**src/ppuPkg.sv**
```systemverilog
package ppuPkg;

    // vectors with a meaning of their own
    typedef logic [9:0]  posType;        // raster coordinate
    typedef logic [11:0] rgbType;        // 4:4:4 colour
    typedef logic [5:0]  spriteIdxType;
    typedef logic [31:0] spriteWordType; // x[31:22] y[21:12] colour[11:0]
    typedef logic [10:0] ntAddrType;

    // 640x480 raster at 25 MHz pixel rate
    localparam int hActive = 640;
    localparam int hFront  = 16;
    localparam int hSync   = 96;
    localparam int hBack   = 48;
    localparam int hTotal  = hActive + hFront + hSync + hBack;

    localparam int vActive = 480;
    localparam int vFront  = 10;
    localparam int vSync   = 2;
    localparam int vBack   = 33;
    localparam int vTotal  = vActive + vFront + vSync + vBack;

    // game window, everything else is black
    localparam int winX0 = 64;
    localparam int winY0 = 32;
    localparam int winW  = 512;
    localparam int winH  = 416;

    // sprites
    localparam int spriteSize  = 16;
    localparam int spriteCount = 64;
    localparam int lineSlots   = 8;   // sprites kept per scan line

    // name table, one colour per 16x16 cell
    localparam int tileShift = 4;
    localparam int ntCols    = 40;
    localparam int ntRows    = 30;
    localparam int ntDepth   = ntCols * ntRows;

    // sprite colours that show the background instead
    localparam rgbType transpKeyA = 12'h000;
    localparam rgbType transpKeyB = 12'h209;

    // clocks from pixel presentation to the rgb pins
    localparam int pipeDepth = 2;

endpackage

```
**src/vgaTiming.sv**
```systemverilog
`timescale 1ns/1ps

module vgaTiming (
    input  logic           clk_50MHz,
    input  logic           rstn,
    output logic           pixTick,
    output ppuPkg::posType pixX,
    output ppuPkg::posType pixY,
    output logic           inWindow,
    output logic           lineEnd,
    output logic           hsync,
    output logic           vsync
);
    import ppuPkg::*;

    logic                 tickPhase;
    logic                 hsyncNow;
    logic                 vsyncNow;
    logic [pipeDepth-1:0] hsyncPipe;
    logic [pipeDepth-1:0] vsyncPipe;

    // 25 MHz pixel rate, tick on the first clock out of reset
    always_ff @(posedge clk_50MHz) begin
        if (!rstn) begin
            tickPhase <= 1'b0;
        end else begin
            tickPhase <= ~tickPhase;
        end
    end

    assign pixTick = ~tickPhase;

    // vertical count steps at the hsync leading edge so vsync edges line up with it
    always_ff @(posedge clk_50MHz) begin
        if (!rstn) begin
            pixX <= '0;
            pixY <= '0;
        end else if (pixTick) begin
            if (pixX == posType'(hTotal - 1)) begin
                pixX <= '0;
            end else begin
                pixX <= pixX + 1'b1;
            end
            if (pixX == posType'(hActive + hFront - 1)) begin
                if (pixY == posType'(vTotal - 1)) begin
                    pixY <= '0;
                end else begin
                    pixY <= pixY + 1'b1;
                end
            end
        end
    end

    assign hsyncNow = !(pixX >= posType'(hActive + hFront) &&
                        pixX <  posType'(hActive + hFront + hSync));
    assign vsyncNow = !(pixY >= posType'(vActive + vFront) &&
                        pixY <  posType'(vActive + vFront + vSync));

    assign inWindow = (pixX >= posType'(winX0)) && (pixX < posType'(winX0 + winW)) &&
                      (pixY >= posType'(winY0)) && (pixY < posType'(winY0 + winH));

    assign lineEnd = pixTick && (pixX == posType'(hActive - 1)); // last visible pixel

    // syncs follow the colour pipeline
    always_ff @(posedge clk_50MHz) begin
        if (!rstn) begin
            hsyncPipe <= '1;
            vsyncPipe <= '1;
        end else begin
            hsyncPipe <= {hsyncPipe[pipeDepth-2:0], hsyncNow};
            vsyncPipe <= {vsyncPipe[pipeDepth-2:0], vsyncNow};
        end
    end

    assign hsync = hsyncPipe[pipeDepth-1];
    assign vsync = vsyncPipe[pipeDepth-1];

    tickAlternates: assert property (@(posedge clk_50MHz) disable iff (!rstn)
        pixTick |=> !pixTick);

    xInRange: assert property (@(posedge clk_50MHz) disable iff (!rstn)
        pixX < posType'(hTotal));

endmodule

```
**config.mk**
```make
export PLATFORM = sky130hd
export DESIGN_NAME = vgaTiming
export DESIGN_NICKNAME = d
export VERILOG_FILES = /design/src/ppuPkg.sv /design/src/vgaTiming.sv
export SDC_FILE = /design/constraint.sdc
export NUM_CORES = 1
export LEC_CHECK = 0
export BUFFER_PORTS_ARGS = -buffer_cell sky130_fd_sc_hd__buf_2
export CELL_PAD_IN_SITES_DETAIL_PLACEMENT = 0
export CELL_PAD_IN_SITES_GLOBAL_PLACEMENT = 1
export CORE_ASPECT_RATIO = 0.7
export CORE_MARGIN = 2
export CORE_UTILIZATION = 35
export CTS_CLUSTER_SIZE = 16
export DETAILED_ROUTE_END_ITERATION = 6
export HOLD_SLACK_MARGIN = 0.12
export PLACE_DENSITY_LB_ADDON = 0.1
export RECOVER_POWER = 50
export SYNTH_ARGS = -nofsm -noshare
export SYNTH_HDL_FRONTEND = slang
export SYNTH_SLANG_ARGS = --single-unit
```
**constraint.sdc**
```tcl
create_clock -name clk_50MHz -period 2 [get_ports clk_50MHz]
set_clock_uncertainty 0.05 [all_clocks]
set_input_delay 0.1 -clock clk_50MHz [delete_from_list [all_inputs] [get_ports clk_50MHz]]
set_output_delay 0.1 -clock clk_50MHz [all_outputs]
set_load 0.02 [all_outputs]
```
# Yosys cells after proc, flatten, opt, wreduce, memory -nomap -nowiden
# Index checks and enable logic that the tools add are counted.
totals:
  reg_bits: 25
  inputBits: 2
  out_inout_bits: 25
  elab_cells: 31
classes:
  add_sub_neg: 2
  magnitude_cmp: 8
  eq_ne: 4
  n_mux: 2
  bitwise: 1
  reduce_logical: 9
ops:
  columns: ["cell", "count"]
  rows:
  - ["$eq 10x10->1 const B", 4]
  - ["$add 10x1->10 const B", 2]
  - ["$lt 10x10->1 const B", 2]
  - ["$lt 10x9->1 const B", 2]
  - ["$mux 10", 2]
  - ["$ge 10x10->1 const B", 1]
  - ["$ge 10x6->1 const B", 1]
  - ["$ge 10x7->1 const B", 1]
  - ["$ge 10x9->1 const B", 1]
  - ["$logic_and 1x1->1", 6]
  - ["$logic_not 1->1", 2]
  - ["$reduce_and 2->1", 1]
  - ["$not 1->1", 1]

# Longest topological paths before layout
depth:
  word_depth: 4
  mapped_depth: 6
  ltp_nobuf: 5

# Worst setup path before layout
# No wires, ideal clock.
synth_timing:
  path_kind: "reg-to-output"
  from: "register pixX[0]"
  to: "output port lineEnd"
  arrival_ns: 1.759
  t_required_ns: 1.850
  slack_ns: 0.091
  stages_incl_launch_ff: 5
  n_path_buf: 0
  cell_sequence: "dfxtp_1 > ha_1 > nor2b_1 > nand3_1 > nor4_1"
synth_via:
  elab_chain_len: 2
synth_lines:
  columns: ["item", "line_no", "source"]
  rows:
  - ["start: declaration", "vgaTiming.sv:7", "output ppuPkg::posType pixX,"]
  - ["start signal: assignment", "vgaTiming.sv:42", "pixX <= pixX + 1'b1;"]
  - ["$eq 10x10->1", "vgaTiming.sv:62", "assign lineEnd = pixTick && (pixX == posType'(hActive - 1));"]
  - ["$logic_and 1x1->1", "vgaTiming.sv:62", null]
  - ["end: declaration", "vgaTiming.sv:10", "output logic lineEnd,"]
# No other way between the ends.

# Worst setup path after layout
layout_timing:
  from: "register pixX[1]"
  to: "output port lineEnd"
# The elaborated chain is that of the path after synthesis.

==> run_summary.xml <==
<?xml version="1.0" encoding="UTF-8"?>
<metrics>
  <group name="outcome">
    <metric name="status" unit="">completed</metric>
  </group>
  <group name="synthesis">
    <metric name="primary_ff_master_synth" unit="">dfxtp_1</metric>
    <metric name="synth-edff-count" unit="">0</metric>
    <metric name="ys_seq_elements" unit="">25</metric>
    <metric name="synthesized_nets" unit="">144</metric>
    <metric name="synth_seq_area_share" unit="%">38.4</metric>
    <metric name="synthesis.instances" unit="">137</metric>
    <metric name="synth-async-reset-ratio" unit="%">0</metric>
    <metric name="syn_avg_cell_area" unit="sq um">9.53</metric>
    <metric name="synth.cell_area" unit="sq um">1310</metric>
    <metric name="synth-warning-count" unit="">0</metric>
    <metric name="synthDistinctLibCells" unit="">35</metric>
  </group>
  <group name="route">
    <metric name="drt-vias-per-instance" unit="">4.77</metric>
    <metric name="detailroute.via_count" unit="">1030</metric>
    <metric name="count_of_unresolved_drc_violations_after_routing" unit="">0</metric>
    <metric name="route.final.wire_length" unit="microns">2880</metric>
    <metric name="drt_iter0_drc" unit="">52</metric>
    <metric name="drt-pass1-iter-count" unit="">4</metric>
    <metric name="wire_per_inst" unit="microns">13.3</metric>
    <metric name="drtAntennaViolNets" unit="">0</metric>
  </group>
  <group name="worst_setup_path">
    <metric name="timing.setup.critical_path_class" unit="">register to output pin</metric>
    <metric name="worst_ep_arrival_time" unit="ps">1740</metric>
    <metric name="setup.worst_path.start_class" unit="">register</metric>
    <metric name="timing.critical_path.fanout_max" unit="">5</metric>
    <metric name="critical_path_required" unit="ps">1850</metric>
    <metric name="worst_setup_path_endpoint" unit="">lineEnd</metric>
    <metric name="timing.rr.end" unit="">pixY[8]$_SDFFE_PN0P_</metric>
    <metric name="origin_of_the_critical_flop_to_flop_path" unit="">pixX[1]$_SDFFE_PN0N_</metric>
    <metric name="startpoint" unit="">pixX[1]$_SDFFE_PN0N_</metric>
    <metric name="worstRegToRegCells" unit="">5</metric>
    <metric name="endpoint_kind" unit="">output pin</metric>
    <metric name="regToRegSetupSlack" unit="ps">150</metric>
  </group>
  <group name="floorplanning">
    <metric name="initial_utilization" unit="%">36.7</metric>
    <metric name="dieArea" unit="sq um">4240</metric>
    <metric name="fp.dieH" unit="microns">55.1</metric>
    <metric name="die_w" unit="microns">77.0</metric>
    <metric name="top_level_ports" unit="">27</metric>
    <metric name="placeableCoreArea" unit="sq um">3560</metric>
    <metric name="num_rows" unit="">18</metric>
  </group>
  <group name="placed_design">
    <metric name="place.port_buffers" unit="">26</metric>
    <metric name="post_dp_cell_area" unit="sq um">1490</metric>
    <metric name="hpwlAfterDp" unit="microns">2180</metric>
    <metric name="finalWeightedCongestion" unit="">0.737</metric>
  </group>
  <group name="layout">
    <metric name="layout_overhead_on_the_synthesized_area" unit="%">17.0</metric>
    <metric name="mostFrequentLayoutCell" unit="">dfxtp_1</metric>
    <metric name="final_cell_mix" unit="">dfxtp_1, clkbuf_1, nor2_1, xor2_1, nand3_1</metric>
    <metric name="post_route_cells_drive_above_1_share" unit="%">13.3</metric>
    <metric name="nNetsFinal" unit="">174</metric>
    <metric name="postLayoutCellArea" unit="sq um">1530</metric>
    <metric name="filler_instances" unit="">398</metric>
    <metric name="num_antenna_cells" unit="">0</metric>
  </group>
  <group name="worst_hold_path">
    <metric name="timing.hold.worst.class" unit="">register to register</metric>
    <metric name="worstHoldStart" unit="">hsyncPipe[0]$_SDFF_PN1_</metric>
  </group>
  <group name="sta">
    <metric name="final_max_slew_viol_count" unit="">0</metric>
    <metric name="timing_hold_violations_final" unit="">0</metric>
    <metric name="finalCritPeriodShare" unit="%">94.6</metric>
    <metric name="grt_setup_unrepaired" unit="">false</metric>
    <metric name="max_slew.worst_pin.slew" unit="ps">540</metric>
    <metric name="fmaxAchievable" unit="MHz">529</metric>
    <metric name="setup_viol_count_final" unit="">0</metric>
    <metric name="slew_headroom" unit="%">64.0</metric>
    <metric name="final_period_minus_worst_setup_slack" unit="ps">1890</metric>
    <metric name="final_sum_of_negative_setup_slack" unit="ps">0</metric>
  </group>
  <group name="pwr">
    <metric name="peak_vdd_ir" unit="mV">0.225</metric>
    <metric name="leakage" unit="nW">0.585</metric>
    <metric name="p_per_area" unit="nW/um^2">571</metric>
    <metric name="p_total" unit="uW">871</metric>
  </group>
  <group name="clock_network">
    <metric name="cts.clk_slew.worst_paths" unit="ps">90</metric>
    <metric name="clock_path_buffers" unit="">2</metric>
    <metric name="tritoncts" unit="">done</metric>
    <metric name="cts_buffers" unit="">3</metric>
    <metric name="cts.sink_count" unit="">25</metric>
    <metric name="cts_root_buf" unit="">clkbuf_8</metric>
    <metric name="clk-insertion-delay-late" unit="ps">260</metric>
    <metric name="cts-htree-levels" unit="">1</metric>
  </group>
  <group name="global_route">
    <metric name="grt_antenna_before_repair" unit="">0</metric>
    <metric name="grt.overflow.total" unit="">0</metric>
    <metric name="grt_pass1_vias" unit="">922</metric>
    <metric name="track_usage" unit="%">14.4</metric>
    <metric name="grt_pass1_wl" unit="microns">4680</metric>
    <metric name="largest_net_degree_at_the_start_of_global_routing" unit="">14</metric>
  </group>
  <group name="run">
    <metric name="max-cap-violations" unit="">0</metric>
  </group>
</metrics>
kinds of logic after synthesis:
kind of cell             share of synthesized area [%]
AND/OR/NAND/NOR                                   32.9
flip-flops                                        38.4
AO/OA/AOI/OAI                                     8.15
XOR/XNOR                                          9.40
buffers and inverters                             4.89
adder cells (fa/ha/maj)                           4.79
multiplexers                                      1.53
power breakdown:
part / internal, mW / total (mW) / switching (mW)
Clock: 0.142 / 0.301 / 0.159
Combinational: 0.0200 / 0.0548 / 0.0347
Sequential: 0.505 / 0.515 / 0.00978
Total: 0.668 / 0.871 / 0.203
state kept, by name, indices dropped and copies added (netlist names):
name	flops
hsyncPipe	2
tickPhase	1
pixX	10
pixY	10
vsyncPipe	2
through the flow:
stage	hold WS, ps	std cells	worst slack [ps]	util (%)
2_1_floorplan	336	137	90.5	-
3_3_place_gp	341	211	169	41.8
3_5_place_dp	350	211	141	41.8
4_1_cts	374	216	97.2	43.3
5_1_grt	391	216	2.16	42.9
6_report	368	216	108	42.9
layer usage:
metal  vias up  share of wire, %  track usage [%]
li1        538                 -                -
met1       472                58             22.4
met2        20                38             19.6
met3         0               4.1             4.06
met4         0                 0             1.79
met5         -                 0                0
timing repair:
action / CTS / global route
setup endpoints to repair: 0 / 10
hold endpoints to repair: 3 / 0
gates resized for setup: 0 / 2
buffers inserted: 0 / 0
hold buffers: 1 / 0
area by class of cell:
class | instances | area [sq um] | area share (%)
clock buffer | 4 | 45.0 | 2.95
inverter | 6 | 22.5 | 1.48
multi-input combinational | 100 | 754 | 49.4
sequential | 25 | 500 | 32.8
tap | 50 | 62.6 | 4.10
timing repair buffer | 31 | 141 | 9.26
worst max-delay path, stage by stage, from the launching register on:
cell,delay [ps]
dfxtp_1,410
ha_1,190
nor2b_1,210
nand3_1,180
nor4_2,280
buf_2,200
cell usage after synthesis, types with 2 or more instances:
cell type | instances | area share, %
mux2i_1 | 2 | 1.5
nor4_1 | 3 | 1.4
nor3_1 | 2 | 0.77
xnor2_1 | 5 | 3.4
and4b_1 | 3 | 2.3
ha_1 | 5 | 4.8
dfxtp_1 | 25 | 38
buf_6 | 2 | 1.7
nand3_1 | 8 | 3.1
o21ai_0 | 5 | 1.9
and2_1 | 3 | 1.4
nand2b_1 | 3 | 1.4
nand4_4 | 2 | 3.3
nand4_1 | 5 | 2.4
a21oi_1 | 4 | 1.5
or3_1 | 5 | 2.4
nor2_1 | 14 | 4.0
buf_2 | 3 | 1.2
xor2_1 | 9 | 6.0
and3_1 | 4 | 1.9
inv_1 | 6 | 1.7
nor2b_1 | 3 | 1.4
o2111ai_1 | 2 | 1.3
nand2_1 | 3 | 0.86
worst min path at each step:
stage / end / slack [ps] / depth (start not counted)
6_report: hsyncPipe[1]$_SDFF_PN1_ / 370 / 1
5_1_grt: hsyncPipe[1]$_SDFF_PN1_ / 390 / 1
4_1_cts: vsyncPipe[1]$_SDFF_PN1_ / 370 / 1
3_5_place_dp: vsyncPipe[1]$_SDFF_PN1_ / 350 / 2
3_3_place_gp: hsyncPipe[1]$_SDFF_PN1_ / 340 / 2
2_1_floorplan: hsyncPipe[1]$_SDFF_PN1_ / 340 / 1
Power figures use the tool's default switching activity.
