## src/ppuPkg.sv

```systemverilog
package ppuPkg;

    // vectors with a meaning of their own
    typedef logic [9:0]  posType;        // raster coordinate
    typedef logic [11:0] rgbType;        // 4:4:4 colour
    typedef logic [5:0]  spriteIdxType;
    typedef logic [31:0] spriteWordType; // x[31:22] y[21:12] colour[11:0]
    typedef logic [10:0] ntAddrType;

    // 640x480 raster at 25 MHz pixel rate
    localparam int hActive = 640;
    localparam int hFront  = 16;
    localparam int hSync   = 96;
    localparam int hBack   = 48;
    localparam int hTotal  = hActive + hFront + hSync + hBack;

    localparam int vActive = 480;
    localparam int vFront  = 10;
    localparam int vSync   = 2;
    localparam int vBack   = 33;
    localparam int vTotal  = vActive + vFront + vSync + vBack;

    // game window, everything else is black
    localparam int winX0 = 64;
    localparam int winY0 = 32;
    localparam int winW  = 512;
    localparam int winH  = 416;

    // sprites
    localparam int spriteSize  = 16;
    localparam int spriteCount = 64;
    localparam int lineSlots   = 8;   // sprites kept per scan line

    // name table, one colour per 16x16 cell
    localparam int tileShift = 4;
    localparam int ntCols    = 40;
    localparam int ntRows    = 30;
    localparam int ntDepth   = ntCols * ntRows;

    // sprite colours that show the background instead
    localparam rgbType transpKeyA = 12'h000;
    localparam rgbType transpKeyB = 12'h209;

    // clocks from pixel presentation to the rgb pins
    localparam int pipeDepth = 2;

endpackage

```

## src/spriteEngine.sv

```systemverilog
`timescale 1ns/1ps

module spriteEngine (
    input  logic                  clk_50MHz,
    input  logic                  rstn,
    input  logic                  spriteWrEn,
    input  ppuPkg::spriteIdxType  spriteWrAddr,
    input  ppuPkg::spriteWordType spriteWrData,
    input  ppuPkg::posType        pixX,
    input  ppuPkg::posType        pixY,
    input  logic                  lineEnd,
    output ppuPkg::rgbType        spRgb,
    output logic                  spHit
);
    import ppuPkg::*;

    typedef enum logic [1:0] {
        evalIdle,
        evalScan,
        evalDone
    } evalStateType;

    typedef logic [$clog2(lineSlots + 1)-1:0] slotCntType;
    typedef logic [$clog2(lineSlots)-1:0]     slotIdxType;

    spriteWordType attrMem [spriteCount];

    evalStateType  evalState;
    spriteIdxType  scanIdx;
    posType        evalLine;   // line being prepared
    slotCntType    slotCnt;

    posType        slotX   [lineSlots];
    rgbType        slotRgb [lineSlots];

    spriteWordType scanWord;
    posType        scanX;
    posType        scanY;
    rgbType        scanRgb;
    logic          scanCovers;
    logic          scanOpaque;
    logic          slotTake;

    logic          hitNext;
    rgbType        rgbNext;

    // attribute RAM, CPU side
    always_ff @(posedge clk_50MHz) begin
        if (spriteWrEn) begin
            attrMem[spriteWrAddr] <= spriteWrData;
        end
    end

    assign scanWord = attrMem[scanIdx];
    assign scanX    = scanWord[31:22];
    assign scanY    = scanWord[21:12];
    assign scanRgb  = scanWord[11:0];

    // does the sprite's 16 rows include evalLine
    assign scanCovers = ({1'b0, evalLine} >= {1'b0, scanY}) &&
                        ({1'b0, evalLine} < {1'b0, scanY} + 11'(spriteSize));
    assign scanOpaque = (scanRgb != transpKeyA) && (scanRgb != transpKeyB);

    assign slotTake = (evalState == evalScan) && scanCovers && scanOpaque &&
                      (slotCnt < slotCntType'(lineSlots));

    // one attribute word per clock during horizontal blanking
    always_ff @(posedge clk_50MHz) begin
        if (!rstn) begin
            evalState <= evalIdle;
            scanIdx   <= '0;
            evalLine  <= '0;
            slotCnt   <= '0;
        end else begin
            case (evalState)
                evalIdle: begin
                    if (lineEnd) begin
                        if (pixY == posType'(vTotal - 1)) begin
                            evalLine <= '0;  // wrap to top of frame
                        end else begin
                            evalLine <= pixY + 1'b1;
                        end
                        scanIdx   <= '0;
                        slotCnt   <= '0;
                        evalState <= evalScan;
                    end
                end
                evalScan: begin
                    if (slotTake) begin
                        slotCnt <= slotCnt + 1'b1;
                    end
                    if (scanIdx == spriteIdxType'(spriteCount - 1)) begin
                        evalState <= evalDone;
                    end
                    scanIdx <= scanIdx + 1'b1;
                end
                evalDone: begin
                    evalState <= evalIdle;
                end
                default: begin
                    evalState <= evalIdle;
                end
            endcase
        end
    end

    // slots fill in index order
    always_ff @(posedge clk_50MHz) begin
        if (slotTake) begin
            slotX[slotIdxType'(slotCnt)]   <= scanX;
            slotRgb[slotIdxType'(slotCnt)] <= scanRgb;
        end
    end

    // lowest slot wins, so walk down from the top
    always_comb begin
        hitNext = 1'b0;
        rgbNext = '0;
        for (int i = lineSlots - 1; i >= 0; i--) begin
            if ((slotCntType'(i) < slotCnt) &&
                ({1'b0, pixX} >= {1'b0, slotX[i]}) &&
                ({1'b0, pixX} < {1'b0, slotX[i]} + 11'(spriteSize))) begin
                hitNext = 1'b1;
                rgbNext = slotRgb[i];
            end
        end
    end

    always_ff @(posedge clk_50MHz) begin
        if (!rstn) begin
            spHit <= 1'b0;
        end else begin
            spHit <= hitNext;
        end
    end

    always_ff @(posedge clk_50MHz) begin
        spRgb <= rgbNext;
    end

    slotLimit: assert property (@(posedge clk_50MHz) disable iff (!rstn)
        slotCnt <= slotCntType'(lineSlots));

    // previous line's evaluation is over before the next one is due
    evalInTime: assert property (@(posedge clk_50MHz) disable iff (!rstn)
        lineEnd |-> evalState == evalIdle);

endmodule

```

## config.mk

```make
export PLATFORM = sky130hd
export DESIGN_NAME = spriteEngine
export DESIGN_NICKNAME = d
export VERILOG_FILES = /design/src/ppuPkg.sv /design/src/spriteEngine.sv
export SDC_FILE = /design/constraint.sdc
export NUM_CORES = 2
export LEC_CHECK = 0
export BUFFER_PORTS_ARGS = -buffer_cell sky130_fd_sc_hd__buf_2
export CAP_MARGIN = 20
export CORE_MARGIN = 2
export CORE_UTILIZATION = 25
export DETAILED_ROUTE_END_ITERATION = 10
export HOLD_SLACK_MARGIN = 0.03
export PLACE_DENSITY = 0.41
export SLEW_MARGIN = 20
export SYNTH_ARGS = -nofsm -noshare
export SYNTH_HDL_FRONTEND = slang
export SYNTH_SLANG_ARGS = --single-unit
export TNS_END_PERCENT = 10
```

## constraint.sdc

```tcl
create_clock -name clk_50MHz -period 10.28 [get_ports clk_50MHz]
set_clock_uncertainty 0.1 [all_clocks]
set_input_delay 1.542 -clock clk_50MHz [delete_from_list [all_inputs] [get_ports clk_50MHz]]
set_output_delay 1.542 -clock clk_50MHz [all_outputs]
set_load 0.02 [all_outputs]
```

-- Yosys cells after proc, flatten, opt, wreduce, memory -nomap -nowiden
Memories as Yosys holds them, arrays and structs flattened. A register that Yosys moved wholly into a read port is not among the register bits.
Cells that the tools add are included.
- output and inout bits: 13
- word-level logic and storage cells: 114
- input port bits: 62
- memories: 3
- memory bits (writable): 2224
- register bits: 35
- add/subtract/negate cells: 12
- $lt $le $gt $ge: 27
- equal/unequal tests: 7
- reductions and logical operators: 28
- mux-type cells: 31
- memories (memory ; depth ; width ; read ports ; clocked after Yosys merged registers in ; wr ports ; RTL line ; RTL):
    attrMem ; 64 ; 32 ; 1 ; 1 ; 1 ; spriteEngine.sv:26 ; spriteWordType attrMem [spriteCount];
    slotRgb ; 8 ; 12 ; 8 ; 0 ; 1 ; spriteEngine.sv:34 ; rgbType slotRgb [lineSlots];
    slotX ; 8 ; 10 ; 8 ; 0 ; 1 ; spriteEngine.sv:33 ; posType slotX [lineSlots];
- operator list (operator ; count):
    10-bit by 5-bit adder with 11-bit output (second input constant) ; 9
    10-bit by 11-bit less-than comparator with 1-bit output ; 9
    12-bit two-way mux ; 8
    10-bit >= comparator ; 9
    1-bit logical AND ; 21
    6-bit two-way mux ; 3
    3-bit by 4-bit less-than comparator with 1-bit output (first input constant) ; 4
    1-bit two-way mux ; 12
    12-bit by 10-bit inequality test with 1-bit output (second input constant) ; 1
    6-bit one-hot mux with 2 select lines ; 1
    12-bit nonzero test ; 1
    10-bit by 1-bit adder with 10-bit output (second input constant) ; 1
    10-bit == test (second input constant) ; 1
    10-bit two-way mux ; 1
    1-bit by 4-bit less-than comparator with 1-bit output (first input constant) ; 2
    2-bit by 4-bit less-than comparator with 1-bit output (first input constant) ; 2
    4-bit two-way mux ; 2
    4-bit one-hot mux with 2 select lines ; 1
    6-bit by 1-bit adder with 6-bit output (second input constant) ; 1
    6-bit == test (second input constant) ; 1
    2-bit AND reduction ; 3
    4-bit by 1-bit adder with 4-bit output (second input constant) ; 1
    4-bit less-than comparator (second input constant) ; 1
    2-bit two-way mux ; 2
    7 further kinds ; 8

-- Logic depth before layout (Yosys ltp)
- word-level depth: 11
- depth in mapped cells: 26
- gate-level depth less buffers: 16

-- Worst setup path before layout
OpenSTA, ideal clock, no wires.
- kind: register -> register
- start point: reg (tool-made name)
- end point: mem slotRgb[4][0] (netlist name), enable pin
- period minus slack after synthesis: 7.548 ns
- stages on the path, launching flop included: 25
- setup time: 0.457 ns
- arrival time: 6.991 ns
- data required time: 9.723 ns
- slack: 2.732 ns
- buffers on the path: 10
- cell sequence: dfxtp_1 buf_6 buf_6 buf_6 buf_6 buf_4 buf_6 buf_6 buf_2 buf_4 mux4_2 mux4_2 mux4_2 inv_1 ha_1 nor2b_1 o21ai_0 nand2_1 a21oi_1 o21bai_1 a211oi_1 o21a_1 o221ai_2 buf_6 nor4_1
- RTL lines (element ; RTL line):
    end: declaration ; spriteEngine.sv:34

==> flow_summary_export.csv <==
group,metric,value,unit
setup_path,critical-path-max-stage-delay,800,ps
sta,rsz0062_at_grt,"no",
setup_path,worstPathMaxFanout,29,
sta,setup_viol,0,
global_route,grt_pass1_vias,45670,
power,pwr-share-clk,0.437,
setup_path,critPathLaunchType,"flop",
sta,worst_pin_slew,1177,ps
floorplanning,die_w,603.9,µm
floorplanning,die_height,603.9,µm
setup_path,worstPathCellList,"buf_4 -> mux4_2 -> mux4_2 -> mux4_2 -> ha_1 -> nand2_1 -> nor2_1 -> xor2_1 -> ha_1 -> or3_1 -> a211oi_1 -> o21a_1 -> o221ai_2 -> nor4_2 -> buf_4",
sta,final-max-slew-violation-count,0,
drt,drc,0,
clock_network,clkSinkCount,2265,
global_route,gr-total-overflow,0,
setup_path,cp_slowest_cell,"dfxtp_4",
power,internal_power,15430,µW
clock_network,cts_buffer_depth,4,
drt,dr.first_iter.drc_count,5146,
power,comb_power_share,0.042,
drt,final_antenna_net_count,0,
sta,maxClockFrequency,160.1,MHz
logic_synthesis,yosysMostFrequentCell,"edfxtp_1",
clock_network,hold_buffers,0,
power,seqPwrFrac,0.521,
setup_path,endpoint_kind,"flop",
floorplanning,initial_utilization,0.2508,
logic_synthesis,syn-instance-count,4164,
placement,finalWeightedCongestion,0.7436,
global_route,grt.total_usage,0.1557,
logic_synthesis,synth_top_area_frac,0.7423,
floorplanning,dieArea,0.3647,mm²
logic_synthesis,syn_area_per_cell,21.61,µm²
sta,finalCriticalPeriod,6245,ps
logic_synthesis,ys_ff_latch,2265,
clock_network,htreeDepth,4,
sta,hold_violations,0,
logic_synthesis,ys_types,74,
setup_path,required,10670,ps
power,vdd_drop_max,151.7,µV
sta,fin_setup_tns,0,ps
logic_synthesis,synthArstFlopShare,0,
sta,maxSlewHeadroom,0.2154,
cells_and_area,multi_input_comb_area,0.02159,mm²
cells_and_area,fillers,34900,
cells_and_area,area_delta_synth_final,16.50,%
clock_network,cts_resized,0,
logic_synthesis,synth_top_area_cell,"edfxtp_1",
clock_network,clkTransAtPathRegs,60,ps
drt,via_per_inst,4.708,
placement,io_buffer_count,74,
cells_and_area,drive_gt1_frac,0.2731,
power,p_sw_frac,0.2143,
power,switchingPower,4210,µW
cells_and_area,seqCellArea,0.06762,mm²
clock_network,post_cts_buffers,0,
clock_network,cts-buffers-inserted,243,
logic_synthesis,synth-seq-area-share,0.7514,
cells_and_area,fin_nets,4646,
setup_path,crit_buf_inv,2,
setup_path,arrival,6640,ps
logic_synthesis,yosys_warnings,0,
floorplanning,coreArea,0.3587,mm²
outcome,status,"completed",
job,max_cap_viol_count,0,
setup_path,crit_family,"multiplexers",
global_route,grt_max_degree,128,
drt,drtPass1Iterations,7,
sta,timing.final.crit_share,0.6075,
drt,post_drt_wl_per_cell,30.64,µm
clock_network,clock-root-buffer,"clkbuf_16",
power,p_per_area,187.4,mW/mm²
drt,drt-total-wl,288.1,mm
floorplanning,rows,220,
drt,vias,44260,
global_route,grt_antenna_before_repair,38,
setup_path,ff2ff_setup_slack,4030,ps
logic_synthesis,synth_common_cells,"edfxtp_1 (2224), mux4_2 (607), ha_1 (159), nor2_1 (110), inv_1 (105)",
logic_synthesis,synthFlopType,"edfxtp_1",
setup_path,setup.worst_path.class,"flop to flop",
power,p_total,19640,µW
placement,dp_hpwl,158.9,mm
clock_network,insertion_delay,950,ps
setup_path,crit_top_cell,"mux4_2",
worst_hold_path,hold_class,"flop to flop",
floorplanning,io-pin-count,75,
logic_synthesis,synth_area_leaders,"edfxtp_1 (74%), mux4_2 (15%), ha_1 (2.2%), dfxtp_1 (0.91%), nor2_1 (0.46%)",
clock_network,cts_tree,"done",
logic_synthesis,synth_area,0.08997,mm²
logic_synthesis,synth_edf_count,2224,
logic_synthesis,syn_nets,4385,
global_route,grt_pass1_wl,389.2,mm
power,p_leak,0.03186,µW
through the flow:
step                cells  utilization  area [µm²]  hold slack, ps  setup WS, ps
floorplan            4164            -       89970           336.3          2732
global placement     8950       0.2705       97030           393.0          3896
detailed placement   8953       0.2707       97100           400.1          3943
CTS                  9397       0.2920      104700           400.0          3897
global route         9398       0.2922      104800           425.2          3686
finish               9402       0.2922      104800           389.3          4035
cells by family (layout without fill, tap and decap cells):
| kind of cell | Yosys count | count (layout) | share of synthesized area |
|---|---|---|---|
| DFF | 2265 | 2265 | 0.7514 |
| and+or+nand+nor | 392 | 392 | 0.02157 |
| other | 0 | 5 | 0 |
| xor gates and xnor gates | 45 | 45 | 0.004381 |
| AOI/OAI and AO/OA | 345 | 345 | 0.02759 |
| adders and majority gates | 159 | 159 | 0.02211 |
| buffers and inverters | 299 | 759 | 0.01495 |
| muxes | 659 | 659 | 0.1580 |
final timing paths:
path              depth (start not counted)                    start                     to
setup / recovery                         15                     flop  slotX[0][9]$_DFFE_PP_
hold / removal                            2  slotRgb[1][4]$_DFFE_PP_       spRgb[4]$_DFF_P_
setup reg to reg                         15                     flop  slotX[0][9]$_DFFE_PP_
hold reg to reg                           2  slotRgb[1][4]$_DFFE_PP_       spRgb[4]$_DFF_P_
layout by cell type (no fill, tap or decap), drive strengths merged, types with 41 or more instances in the layout:
cell type / count
dfxtp: 41
nor2b: 50
clkbuf: 292
nand2: 60
nand3: 54
mux4: 607
buf: 208
clkinv: 116
edfxtp: 2224
ha: 159
o21ai: 61
nor2: 110
inv: 115
layout make-up:
cell class | instances | share of cell area
diodes | 5 | 0.0001194
clock buffers | 292 | 0.06078
clock inverters | 152 | 0.01216
inverters | 107 | 0.003904
multi-input cells | 1600 | 0.2060
flip-flops and latches | 2265 | 0.6452
well taps | 4773 | 0.05698
repair buffers | 208 | 0.01490
metal layers:
layer	track usage	share of wire	routed length (µm)
met1	0.2162	0.44	127600
met2	0.2487	0.47	134700
met3	0.03153	0.064	18500
met4	0.03955	0.025	7228
met5	0	0.00052	149
registers in the layout, indices dropped and copies added, names as in the netlist, named ones only:
signal / flops
attrMem: 2048
slotRgb: 96
slotX: 80
spRgb: 12
evalLine: 10
scanIdx: 6
slotCnt: 4
evalState: 2
spHit: 1
worst min-delay path: cells and delay by family (launching register included):
family	cells	cell delay, ps
DFF	1	320
AOI/OAI and AO/OA	2	150
power groups by stage:
stage               registers (µW)  clock network [µW]  logic, µW
global placement             10400                   0        832
finish                       10200                8590        822
CTS                          10200                8790        843
global route                 10200                9140        895
floorplan                    10400                   0        486
detailed placement           10400                   0        841
No activity file was read; power rests on OpenSTA's default activity.
